===== src/rtl/cpuPkg.sv =====
package cpuPkg;

        //////////////////////////////
        // sizes

        localparam int wordWidth    = 16;
        localparam int numRegs      = 8;
        localparam int dataMemWords = 256;
        localparam int memAddrWidth = $clog2(dataMemWords);   // word index bits
        localparam int pcStep       = 2;                       // pc counts bytes
        localparam int immShort     = 5;                       // addi, ld, st
        localparam int immLong      = 8;                       // lbi, beqz, bnez
        localparam int immJump      = 11;                      // j displacement

        typedef logic [wordWidth-1:0]        wordT;
        typedef logic [$clog2(numRegs)-1:0]  regIdxT;
        typedef logic [wordWidth-1:0]        instT;

        //////////////////////////////
        // encodings

        // instr[15:11]
        typedef enum logic [4:0] {
                opHalt  = 5'b00000,
                opNop   = 5'b00001,
                opJ     = 5'b00100,
                opAddi  = 5'b01000,
                opBeqz  = 5'b01100,
                opBnez  = 5'b01101,
                opSt    = 5'b10000,
                opLd    = 5'b10001,
                opLbi   = 5'b11000,
                opRType = 5'b11011   // add/sub/xor/and, func in instr[1:0]
        } opcodeT;

        // r-format function field, sub is rs - rt
        typedef enum logic [1:0] {
                opAdd = 2'b00,
                opSub = 2'b01,
                opXor = 2'b10,
                opAnd = 2'b11
        } funcT;

        typedef enum logic [2:0] {aluAdd, aluSub, aluAnd, aluXor, aluPassB} aluOpT;

        typedef enum logic [1:0] {fwdNone, fwdExMem, fwdMemWb} fwdSelT;

        //////////////////////////////
        // pipeline registers

        typedef struct packed {
                logic  regWrite;
                logic  memRead;
                logic  memWrite;
                logic  memToReg;
                logic  aluSrc;        // imm into alu b
                logic  branch;
                logic  branchOnZero;  // beqz vs bnez
                logic  jump;
                logic  halt;          // also set for illegal
                logic  illegal;
                aluOpT aluOp;
        } ctrlT;

        typedef struct packed {
                logic valid;
                instT instr;
                wordT pcNext;
        } ifIdT;

        typedef struct packed {
                logic   valid;
                ctrlT   ctrl;
                wordT   pcNext;
                wordT   readA;
                wordT   readB;
                wordT   imm;
                regIdxT rs;
                regIdxT rt;
                regIdxT rd;
        } idExT;

        typedef struct packed {
                logic   valid;
                ctrlT   ctrl;
                wordT   aluResult;
                wordT   storeData;
                regIdxT rd;
        } exMemT;

        typedef struct packed {
                logic   valid;
                ctrlT   ctrl;
                wordT   aluResult;
                wordT   loadData;
                regIdxT rd;
        } memWbT;

        typedef struct packed {
                logic   valid;
                regIdxT rd;
                wordT   data;
        } retireT;

endpackage


===== src/rtl/fetchStage.sv =====
module fetchStage (
        input  logic         clk,
        input  logic         rst,
        input  logic         stall,
        input  logic         freeze,
        input  logic         redirect,
        input  cpuPkg::wordT redirectPc,
        output cpuPkg::wordT pc,
        output cpuPkg::wordT pcNext
);
        import cpuPkg::*;

        assign pcNext = pc + wordT'(pcStep);   // sequential address, also link for targets

        // redirect beats freeze, a taken branch is older than a decoded halt
        always_ff @(posedge clk) begin
                if (rst) begin
                        pc <= '0;
                end else if (redirect) begin
                        pc <= redirectPc;
                end else if (!(stall || freeze)) begin
                        pc <= pcNext;
                end
        end

endmodule


===== src/rtl/regFile.sv =====
module regFile (
        input  logic           clk,
        input  logic           rst,
        input  cpuPkg::regIdxT rdAddrA,
        input  cpuPkg::regIdxT rdAddrB,
        output cpuPkg::wordT   rdDataA,
        output cpuPkg::wordT   rdDataB,
        input  logic           wrEn,
        input  cpuPkg::regIdxT wrAddr,
        input  cpuPkg::wordT   wrData
);
        import cpuPkg::*;

        wordT regs [numRegs];

        always_ff @(posedge clk) begin
                if (rst) begin
                        for (int i = 0; i < numRegs; i++) begin
                                regs[i] <= '0;
                        end
                end else if (wrEn) begin
                        regs[wrAddr] <= wrData;
                end
        end

        // write-before-read, covers the wb to decode distance
        assign rdDataA = (wrEn && wrAddr == rdAddrA) ? wrData : regs[rdAddrA];
        assign rdDataB = (wrEn && wrAddr == rdAddrB) ? wrData : regs[rdAddrB];

endmodule


===== src/rtl/decodeStage.sv =====
module decodeStage (
        input  logic           clk,
        input  logic           rst,
        input  cpuPkg::ifIdT   ifId,
        input  logic           wbEn,
        input  cpuPkg::regIdxT wbRd,
        input  cpuPkg::wordT   wbData,
        output cpuPkg::idExT   idEx,
        output logic           haltSeen
);
        import cpuPkg::*;

        opcodeT opcode;
        funcT   func;
        ctrlT   ctrl;
        wordT   immS;
        wordT   immL;
        wordT   immJ;
        wordT   readA;
        wordT   readB;

        assign opcode = opcodeT'(ifId.instr[15:11]);
        assign func   = funcT'(ifId.instr[1:0]);

        // sign extension per format
        assign immS = {{(wordWidth-immShort){ifId.instr[immShort-1]}}, ifId.instr[immShort-1:0]};
        assign immL = {{(wordWidth-immLong){ifId.instr[immLong-1]}}, ifId.instr[immLong-1:0]};
        assign immJ = {{(wordWidth-immJump){ifId.instr[immJump-1]}}, ifId.instr[immJump-1:0]};

        regFile rf (
                .clk     (clk),
                .rst     (rst),
                .rdAddrA (ifId.instr[10:8]),
                .rdAddrB (ifId.instr[7:5]),
                .rdDataA (readA),
                .rdDataB (readB),
                .wrEn    (wbEn),
                .wrAddr  (wbRd),
                .wrData  (wbData)
        );

        //////////////////////////////
        // control decode

        always_comb begin
                ctrl = '0;
                case (opcode)
                        opRType: begin
                                ctrl.regWrite = 1'b1;
                                case (func)
                                        opAdd: ctrl.aluOp = aluAdd;
                                        opSub: ctrl.aluOp = aluSub;
                                        opXor: ctrl.aluOp = aluXor;
                                        opAnd: ctrl.aluOp = aluAnd;
                                endcase
                        end
                        opAddi: begin
                                ctrl.regWrite = 1'b1;
                                ctrl.aluSrc   = 1'b1;
                        end
                        opLbi: begin
                                ctrl.regWrite = 1'b1;
                                ctrl.aluSrc   = 1'b1;
                                ctrl.aluOp    = aluPassB;   // imm straight through
                        end
                        opLd: begin
                                ctrl.regWrite = 1'b1;
                                ctrl.aluSrc   = 1'b1;       // rs + imm5 address
                                ctrl.memRead  = 1'b1;
                                ctrl.memToReg = 1'b1;
                        end
                        opSt: begin
                                ctrl.aluSrc   = 1'b1;
                                ctrl.memWrite = 1'b1;       // data from rt field
                        end
                        opBeqz: begin
                                ctrl.branch       = 1'b1;
                                ctrl.branchOnZero = 1'b1;
                        end
                        opBnez:  ctrl.branch = 1'b1;
                        opJ:     ctrl.jump   = 1'b1;
                        opHalt:  ctrl.halt   = 1'b1;
                        opNop:   ctrl        = '0;
                        default: begin
                                ctrl.halt    = 1'b1;        // illegal stops like halt
                                ctrl.illegal = 1'b1;
                        end
                endcase
        end

        // next id/ex value
        always_comb begin
                idEx.valid  = ifId.valid;
                idEx.ctrl   = ctrl;
                idEx.pcNext = ifId.pcNext;
                idEx.readA  = readA;
                idEx.readB  = readB;
                idEx.rs     = ifId.instr[10:8];
                idEx.rt     = ifId.instr[7:5];
                case (opcode)
                        opLbi, opBeqz, opBnez: idEx.imm = immL;
                        opJ:                   idEx.imm = immJ;
                        default:               idEx.imm = immS;
                endcase
                case (opcode)
                        opRType: idEx.rd = ifId.instr[4:2];
                        opLbi:   idEx.rd = ifId.instr[10:8];  // lbi writes its rs slot
                        default: idEx.rd = ifId.instr[7:5];
                endcase
        end

        assign haltSeen = ifId.valid && ctrl.halt;

endmodule


===== src/rtl/hazardUnit.sv =====
module hazardUnit (
        input  cpuPkg::ifIdT   ifId,
        input  cpuPkg::idExT   idEx,
        input  cpuPkg::exMemT  exMem,
        input  cpuPkg::memWbT  memWb,
        output logic           stall,
        output cpuPkg::fwdSelT fwdA,
        output cpuPkg::fwdSelT fwdB
);
        import cpuPkg::*;

        opcodeT ifOp;
        regIdxT ifRs;
        regIdxT ifRt;
        logic   usesRs;
        logic   usesRt;

        // nearest writer wins
        function automatic fwdSelT pickSrc(exMemT em, memWbT mw, regIdxT src);
                if (em.valid && em.ctrl.regWrite && em.rd == src) begin
                        return fwdExMem;
                end
                if (mw.valid && mw.ctrl.regWrite && mw.rd == src) begin
                        return fwdMemWb;
                end
                return fwdNone;
        endfunction

        assign ifOp = opcodeT'(ifId.instr[15:11]);
        assign ifRs = ifId.instr[10:8];
        assign ifRt = ifId.instr[7:5];

        //////////////////////////////
        // load-use

        // which source fields the decoding instruction really reads
        assign usesRs = ifOp inside {opRType, opAddi, opLd, opSt, opBeqz, opBnez};
        assign usesRt = ifOp inside {opRType, opSt};

        assign stall = ifId.valid && idEx.valid && idEx.ctrl.memRead &&
                       ((usesRs && idEx.rd == ifRs) || (usesRt && idEx.rd == ifRt));

        assign fwdA = pickSrc(exMem, memWb, idEx.rs);
        assign fwdB = pickSrc(exMem, memWb, idEx.rt);

endmodule


===== src/rtl/executeStage.sv =====
module executeStage (
        input  cpuPkg::idExT   idEx,
        input  cpuPkg::fwdSelT fwdA,
        input  cpuPkg::fwdSelT fwdB,
        input  cpuPkg::wordT   exMemResult,
        input  cpuPkg::wordT   wbData,
        output cpuPkg::exMemT  exMem,
        output logic           redirect,
        output cpuPkg::wordT   redirectPc
);
        import cpuPkg::*;

        wordT opA;
        wordT opB;
        wordT aluB;
        wordT aluOut;
        logic taken;

        function automatic wordT fwdMux(fwdSelT sel, wordT regVal, wordT exVal, wordT wbVal);
                case (sel)
                        fwdExMem: return exVal;
                        fwdMemWb: return wbVal;
                        default:  return regVal;
                endcase
        endfunction

        assign opA  = fwdMux(fwdA, idEx.readA, exMemResult, wbData);
        assign opB  = fwdMux(fwdB, idEx.readB, exMemResult, wbData);
        assign aluB = idEx.ctrl.aluSrc ? idEx.imm : opB;

        //////////////////////////////
        // alu

        always_comb begin
                case (idEx.ctrl.aluOp)
                        aluAdd:   aluOut = opA + aluB;
                        aluSub:   aluOut = opA - aluB;
                        aluAnd:   aluOut = opA & aluB;
                        aluXor:   aluOut = opA ^ aluB;
                        aluPassB: aluOut = aluB;
                        default:  aluOut = opA + aluB;
                endcase
        end

        // beqz / bnez test forwarded rs
        assign taken      = idEx.ctrl.branch && (idEx.ctrl.branchOnZero == (opA == '0));
        assign redirect   = idEx.valid && (idEx.ctrl.jump || taken);
        assign redirectPc = idEx.pcNext + idEx.imm;   // pc-relative to next instr

        always_comb begin
                exMem.valid     = idEx.valid;
                exMem.ctrl      = idEx.ctrl;
                exMem.aluResult = aluOut;
                exMem.storeData = opB;   // st data, forwarded
                exMem.rd        = idEx.rd;
        end

endmodule


===== src/rtl/memoryStage.sv =====
module memoryStage (
        input  logic          clk,
        input  cpuPkg::exMemT exMem,
        output cpuPkg::memWbT memWb
);
        import cpuPkg::*;

        wordT                    mem [dataMemWords];
        logic [memAddrWidth-1:0] wordIdx;

        assign wordIdx = exMem.aluResult[memAddrWidth:1];   // byte addr to word

        // single cycle, write on the edge
        always_ff @(posedge clk) begin
                if (exMem.valid && exMem.ctrl.memWrite) begin
                        mem[wordIdx] <= exMem.storeData;
                end
        end

        always_comb begin
                memWb.valid     = exMem.valid;
                memWb.ctrl      = exMem.ctrl;
                memWb.aluResult = exMem.aluResult;
                memWb.loadData  = mem[wordIdx];   // async read
                memWb.rd        = exMem.rd;
        end

endmodule


===== src/rtl/cpuCore.sv =====
module cpuCore (
        input  logic           clk,
        input  logic           rst,
        output cpuPkg::wordT   instAddr,
        input  cpuPkg::instT   inst,
        output cpuPkg::retireT retire,
        output logic           halted,
        output logic           err
);
        import cpuPkg::*;

        ifIdT   ifIdQ;
        idExT   idExD;
        idExT   idExQ;
        exMemT  exMemD;
        exMemT  exMemQ;
        memWbT  memWbD;
        memWbT  memWbQ;
        wordT   pcNext;
        wordT   redirectPc;
        wordT   wbData;
        fwdSelT fwdA;
        fwdSelT fwdB;
        logic   stall;
        logic   redirect;
        logic   haltSeen;
        logic   haltHold;     // halt past decode, pc stays put
        logic   freeze;
        logic   wbEn;
        logic   haltNow;
        logic   errNow;
        logic   haltSticky;
        logic   errSticky;

        assign freeze = haltSeen || haltHold;

        //////////////////////////////
        // stages

        fetchStage fetch (
                .clk        (clk),
                .rst        (rst),
                .stall      (stall),
                .freeze     (freeze),
                .redirect   (redirect),
                .redirectPc (redirectPc),
                .pc         (instAddr),
                .pcNext     (pcNext)
        );

        decodeStage decode (
                .clk      (clk),
                .rst      (rst),
                .ifId     (ifIdQ),
                .wbEn     (wbEn),
                .wbRd     (memWbQ.rd),
                .wbData   (wbData),
                .idEx     (idExD),
                .haltSeen (haltSeen)
        );

        hazardUnit hazard (
                .ifId  (ifIdQ),
                .idEx  (idExQ),
                .exMem (exMemQ),
                .memWb (memWbQ),
                .stall (stall),
                .fwdA  (fwdA),
                .fwdB  (fwdB)
        );

        executeStage execute (
                .idEx        (idExQ),
                .fwdA        (fwdA),
                .fwdB        (fwdB),
                .exMemResult (exMemQ.aluResult),
                .wbData      (wbData),
                .exMem       (exMemD),
                .redirect    (redirect),
                .redirectPc  (redirectPc)
        );

        memoryStage memory (
                .clk   (clk),
                .exMem (exMemQ),
                .memWb (memWbD)
        );

        //////////////////////////////
        // pipeline registers

        always_ff @(posedge clk) begin
                if (rst) begin
                        ifIdQ.valid  <= 1'b0;
                        idExQ.valid  <= 1'b0;
                        exMemQ.valid <= 1'b0;
                        memWbQ.valid <= 1'b0;
                end else begin
                        if (redirect || freeze) begin
                                ifIdQ.valid <= 1'b0;            // squash younger fetch
                        end else if (!stall) begin
                                ifIdQ <= '{valid: 1'b1, instr: inst, pcNext: pcNext};
                        end
                        idExQ <= idExD;
                        if (stall || redirect) begin
                                idExQ.valid <= 1'b0;            // bubble
                        end
                        exMemQ <= exMemD;
                        memWbQ <= memWbD;
                end
        end

        // halt and err state, held until reset
        always_ff @(posedge clk) begin
                if (rst) begin
                        haltHold   <= 1'b0;
                        haltSticky <= 1'b0;
                        errSticky  <= 1'b0;
                end else begin
                        if (haltSeen && !redirect) haltHold <= 1'b1;   // not if flushed
                        if (haltNow) haltSticky <= 1'b1;
                        if (errNow) errSticky <= 1'b1;
                end
        end

        //////////////////////////////
        // writeback

        assign wbData = memWbQ.ctrl.memToReg ? memWbQ.loadData : memWbQ.aluResult;
        assign wbEn   = memWbQ.valid && memWbQ.ctrl.regWrite;

        assign retire = '{valid: wbEn, rd: memWbQ.rd, data: wbData};

        assign haltNow = memWbQ.valid && memWbQ.ctrl.halt;
        assign errNow  = memWbQ.valid && memWbQ.ctrl.illegal;
        assign halted  = haltSticky || haltNow;   // rises as halt hits wb
        assign err     = errSticky || errNow;

endmodule


===== config.mk =====
export PLATFORM = sky130hd
export DESIGN_NAME = cpuCore
export DESIGN_NICKNAME = d
export VERILOG_FILES = /design/src/rtl/cpuPkg.sv /design/src/rtl/fetchStage.sv /design/src/rtl/regFile.sv /design/src/rtl/decodeStage.sv /design/src/rtl/hazardUnit.sv /design/src/rtl/executeStage.sv /design/src/rtl/memoryStage.sv /design/src/rtl/cpuCore.sv
export SDC_FILE = /design/constraint.sdc
export NUM_CORES = 2
export LEC_CHECK = 0
export BUFFER_PORTS_ARGS = -buffer_cell sky130_fd_sc_hd__buf_2
export CAP_MARGIN = 20
export CORE_MARGIN = 5
export CORE_UTILIZATION = 61
export CTS_BUF_LIST = sky130_fd_sc_hd__clkbuf_8
export DETAILED_ROUTE_END_ITERATION = 16
export GPL_TIMING_DRIVEN = 1
export MAX_ROUTING_LAYER = met4
export PLACE_DENSITY = 0.83
export SETUP_SLACK_MARGIN = 0.5
export SLEW_MARGIN = 30
export SYNTH_ARGS = -nofsm -noshare
export SYNTH_HDL_FRONTEND = slang
export SYNTH_HIERARCHICAL = 1
export SYNTH_MEMORY_MAX_BITS = 65536
export SYNTH_SLANG_ARGS = --single-unit

===== constraint.sdc =====
create_clock -name clk -period 17.65 [get_ports clk]
set_input_delay 0 -clock clk [delete_from_list [all_inputs] [get_ports clk]]
set_output_delay 0 -clock clk [all_outputs]
set_load 0.01 [all_outputs]

== Word level (Yosys, flattened, before mapping) ==
Memories as Yosys holds them, arrays and structs flattened. A register that Yosys moved wholly into a read port is not among the register bits.
Index checks and enable logic that the tools add are counted.
Cells by class
  add/sub/neg operators: 4
  multipliers: 0
  divide/modulo/power cells: 0
  magnitude comparators: 0
  equal/unequal tests: 28
  shift operators: 0
  multiplexer cells: 44
  bitwise gates (word level): 5
  reductions and logical operators: 45
Operators by type and width (count)
  $pmux 16 s2: 3
  $mux 16: 5
  $pmux 16 s4: 1
  $add 16x16->16: 2
  $mux 1: 23
  $eq 5x5->1 const B: 4
  $eq 3x3->1: 6
  $logic_and 1x1->1: 18
  $add 16x2->16 const B: 1
  $and 16x16->16: 1
  $logic_not 16->1: 1
  $mux 2: 8
  $reduce_or 16->1: 1
  $sub 16x16->16: 1
  $xor 16x16->16: 1
  $eq 5x4->1 const B: 3
  $pmux 3 s2: 2
  $pmux 3 s4: 1
  $reduce_or 10->1: 1
  $reduce_or 9->1: 1
  $eq 2x2->1 const B: 4
  $logic_or 1x1->1: 8
  $reduce_or 4->1: 2
  $eq 2x1->1 const B: 3
  17 further kinds: 25
Storage, ports and cells
  register bits after elaboration: 171
  bits in latches: 0
  RAM bits: 4224
  memory bits (read-only): 0
  memories kept: 2
Memories
  memory.mem: words 256, bits a word 16, read ports 1, clocked after Yosys merged registers in 1, wr ports 1, RTL line memoryStage.sv:8  | wordT mem [dataMemWords];
  decode.rf.regs: words 8, bits a word 16, read ports 2, clocked after Yosys merged registers in 2, wr ports 8, RTL line regFile.sv:14  | wordT regs [numRegs];

== Logic depth before layout (Yosys ltp) ==
  depth in word-level cells: 16
  depth in mapped cells: 24
  gate-level depth less buffers: 22

== Modules after synthesis ==
Netlist, hierarchy kept.
By module, submodules not included
  memoryStage: times used 1, cells an instance 6721, area an instance 155008.7 sq um
  regFile: times used 1, cells an instance 445, area an instance 7453.4 sq um
  cpuCore: times used 1, cells an instance 258, area an instance 6917.9 sq um
  executeStage: times used 1, cells an instance 510, area an instance 3545.9 sq um
  fetchStage: times used 1, cells an instance 143, area an instance 1127.3 sq um
  decodeStage: times used 1, cells an instance 103, area an instance 764.5 sq um
  hazardUnit: times used 1, cells an instance 37, area an instance 301.5 sq um

== Worst setup path before layout ==
Ideal clock, no wire load.
  path kind: reg-to-reg
  start: reg exMemQ[2] in the netlist's numbering
  end: reg ifIdQ[0] in the netlist's numbering (enable)
  arrival time: 5.907 ns
  setup slack: 11.241 ns
  stages on the path, launching flop included: 15
  clock period less this slack: 6.409 ns
  cells stage by stage: edfxtp_1 -> xor2_1 -> nor4_2 -> nor4_2 -> ha_1 -> clkbuf_1 -> clkbuf_1 -> a22oi_1 -> o21ai_0 -> nor4_1 -> nand4_1 -> xor2_1 -> a21oi_1 -> nor2b_1 -> nor4_1
Between the ends
  longest elaborated chain between the ends: 14
RTL lines
  start, declared: RTL line cpuCore.sv:16  | exMemT exMemQ;
  start signal, assigned: RTL line cpuCore.sv:108  | exMemQ <= exMemD;
  $eq 3x3->1 (*): RTL line hazardUnit.sv:20  | if (em.valid && em.ctrl.regWrite && em.rd == src) begin
  $logic_and 1x1->1 (*): RTL line hazardUnit.sv:20
  $mux 1 (*): RTL line hazardUnit.sv:20
  $mux 2 (*): RTL line hazardUnit.sv:23  | if (mw.valid && mw.ctrl.regWrite && mw.rd == src) begin
  via fwdA[0]: RTL line cpuCore.sv:22  | fwdSelT fwdA;
  $eq 2x2->1 / $eq 2x1->1 (equally long branches): RTL line executeStage.sv:20  | case (sel)
  $pmux 16 s2 (*): RTL line executeStage.sv:20
  $logic_not 16->1 (*): RTL line executeStage.sv:46  | assign taken = idEx.ctrl.branch && (idEx.ctrl.branchOnZero == (opA == '0));
  $eq 1x1->1 (*): RTL line executeStage.sv:46
  $logic_and 1x1->1 (*): RTL line executeStage.sv:46
  $logic_or 1x1->1 (*): RTL line executeStage.sv:47  | assign redirect = idEx.valid && (idEx.ctrl.jump || taken);
  $logic_and 1x1->1 (*): RTL line executeStage.sv:47
  via redirect: RTL line cpuCore.sv:25  | logic redirect;
  $logic_or 1x1->1 (*): RTL line cpuCore.sv:99  | if (redirect || freeze) begin
  $not 1->1 (no line) (*)
  $reduce_and 3->1 (no line) (*)
  end signal, assigned: RTL line cpuCore.sv:102  | ifIdQ <= '{valid: 1'b1, instr: inst, pcNext: pcNext};
  end, declared: RTL line cpuCore.sv:12  | ifIdT ifIdQ;
Mark *: on every way through the listed nets, which the timed path passes. The rest lies on a longest branch.
A chain may end at the register's enable or synchronous reset.

==> results.txt <==
----------------------------------------------------
[Status]
  Result of the run ... finished clean

[STA]
  Count of endpoints failing setup in the final report ... 0
  Final hold violations ... 0
  Final Max Tran Viols ... 0
  Max-slew headroom ... 0.1949
  Layout Skew ... 84.94 ps
  Slew at the pin closest to its max-slew limit ... 1208 ps
  Crit path time final ... 6800 ps
  Final TNS setup ... 0 ps
  RSZ-0062 raised after global routing ... false
  Period Utilization, post-route ... 0.3853
  Max frequency ... 0.1471 GHz

[GRT]
  All-layer global routing usage ... 0.3150
  GR met3 Demand/Resource ... 0.09350
  Vias in the first global route ... 92395
  Maximum number of pins on one net before global-route repair ... 209
  Number of antenna violations at the first check in global routing ... 33
  First-pass GRT wire length ... 650800 um
  Routing usage on met2 ... 0.4652
  Met1 layer usage reported by global route ... 0.4029
  Congestion Overflow GR ... 0
  Busiest metal layer after global routing ... met2

[Worst setup path]
  Worst flop-to-flop path endpoint ... memWbQ[14]
  Number of cells on the critical path ... 12
  Reg-to-reg critical path startpoint ... exMemQ[20]
  Top delay family on crit path ... buffers and inverters
  Depth of the most critical reg-to-reg path ... 12
  Cell type with the highest occurrence count on the critical path ... buf_4
  Slowest cell delay on critical path ... 970 ps
  Worst reg-to-reg setup slack ... 10850 ps
  Crit path kind ... flip-flop to flip-flop
  Cell breakdown of the critical path ... buf_12, buf_4, buf_4, buf_12, buf_16, buf_6, mux4_2, a22oi_1, a21oi_1, o41ai_1, buf_4, nand4_1
  Slowest library cell on the worst path ... o41ai_1
  Critical path required time ... 18540 ps
  Worst setup path startpoint ... exMemQ[20]
  Critical path peak fanout ... 99
  Endpoint class of the critical path ... flip-flop
  CP Launch Type ... flip-flop
  Number of buffers and inverters on the critical path ... 7
  Critical path endpoint ... memWbQ[14]
  Worst EP arrival ... 7690 ps

[Finish]
  Fill count ... 15946
  P&R area growth vs syn ... 10.99%
  Most common cell after layout, fill and taps aside ... edfxtp_1
  Share of layout cells above drive strength 1 ... 0.2748
  Area of the multi-input gates ... 39150 um^2
  Area used by sequential logic in the layout ... 133200 um^2
  Final standard cell utilization of the core ... 0.6796
  Number of nets at the end of the flow ... 8866
  Leading cell types in the layout, fill and taps excluded ... 4421 x edfxtp_1, 1028 x mux4_2, 664 x clkbuf_8

[Clocking]
  Cts-stage hold buffer count ... 42
  # H-tree levels ... 6
  CTS Root Cell ... clkbuf_8
  Bufs on Longest Clock Path ... 4
  Clock transition at the register clock pins on the worst setup and hold paths after CTS ... 70 ps
  Post-CTS setup buffers ... 0
  TritonCTS clock tree ... done
  Number of buffers added by the clock tree synthesis step ... 661
  Latest clock arrival within the worst-skew pair ... 1240 ps
  Num Clock Sinks ... 4444
  Number of resized instances in the post-cts repair step ... 0

[Logic synthesis]
  Netlist Area Pre-Place ... 174500 um^2
  Syn Area/Cell ... 21.32 um^2
  Number of nets produced by synthesis ... 8263
  Synth Instances ... 8183
  Number of synthesis warnings ... 6

[Floorplanning]
  Die area ... 296800 um^2
  Overall die width ... 544.8 um
  DIE HEIGHT ... 544.8 um
  Cell Rows ... 196
  Starting Density ... 0.6123
  Core Area ... 285000 um^2
  Number of placed I/O pins ... 56

[Drt]
  Remaining antenna violation count ... 0
  Number of vias after detailed routing ... 91839
  Total wirelength of the detailed-routed design ... 454100 um
  Post-route DRC ... 0
  Starting DRC count in detailed routing ... 15388
  WL per Instance ... 34.60 um
  First drt pass iteration count ... 6
  Per-cell via count in the routed design ... 6.998

[Pwr]
  Power density of the placed cells ... 121.9 nW/um^2
  Total leakage power ... 0.06179 uW
  Maximum resistive drop on vdd ... 0.00008701 V

[Placement]
  Global placer's final weighted congestion ... 0.9284
  Number of port buffers ... 55
  HPWL after DPL ... 257200 um

[Flow run]
  Max-Cap Viols ... 0

[Min path]
  Class of the tightest hold or removal check ... input pin to flip-flop

----------------------------------------------------
final cells by class:
cell class              instances  share of cell area
flip-flops and latches       4444              0.6879
multi-input cells            3131              0.2021
clock buffers                 664             0.04719
well taps                    3762             0.02431
repair buffers                495             0.02146
clock inverters               528             0.01535
inverters                      53            0.001066
diodes                         47           0.0006073
flip-flops by register name, summed over array words and instances (netlist names), 3 cells and up:
| name | flops |
|---|---|
| exMemQ | 41 |
| fetch/pc | 16 |
| retire | 3 |
| memWbQ | 37 |
| decode/rf/regs | 128 |
| memory/mem | 4096 |
| idExQ | 87 |
| ifIdQ | 33 |
layer usage:
metal,vias to the layer above,wire [um],part of all wire
met5,-,0,0
met1,46489,144900,0.32
met2,8076,216100,0.48
met4,0,26320,0.058
met3,1432,66750,0.15
li1,35842,-,-
worst min path at each step:
stage | startpoint | end | slack, ps | cells past startpoint
after global routing | inst[0] | ifIdQ[16] | 70 | 3
final | inst[0] | ifIdQ[16] | 90 | 3
after CTS | inst[0] | ifIdQ[16] | 2 | 3
after floorplan | rst | exMemQ[48] | 70 | 1
after detailed placement | inst[5] | ifIdQ[21] | 180 | 1
after global placement | inst[3] | ifIdQ[19] | 180 | 1
stage by stage:
stage          instance area (um^2)  hold WS (ps)  total power [uW]  setup slack (ps)  instances
2_1_floorplan                174500         71.61             14580             11240       8183
3_3_place_gp                 180100         176.2             15760             10000      11822
3_5_place_dp                 180600         178.1             15900             10680      11834
4_1_cts                      193100         1.644             23550             10640      13068
5_1_grt                      193600         68.94             24340             10330      13107
6_report                     193700         85.69             23610             10850      13124
worst reg2reg max path: cells and delay by family (launching register included):
family                 cells  cell delay (ps)
AOI/OAI and AO/OA          3             1350
buffers and inverters      7             4050
DFF                        1              420
muxes                      1              600
and+or+nand+nor            1              100
power breakdown:
| part | total, uW | internal [uW] | switching, uW |
|---|---|---|---|
| Combinational | 3850 | 1430 | 2420 |
| Clock | 7780 | 3760 | 4020 |
| Sequential | 12000 | 11800 | 141 |
Power figures use the tool's default switching activity.
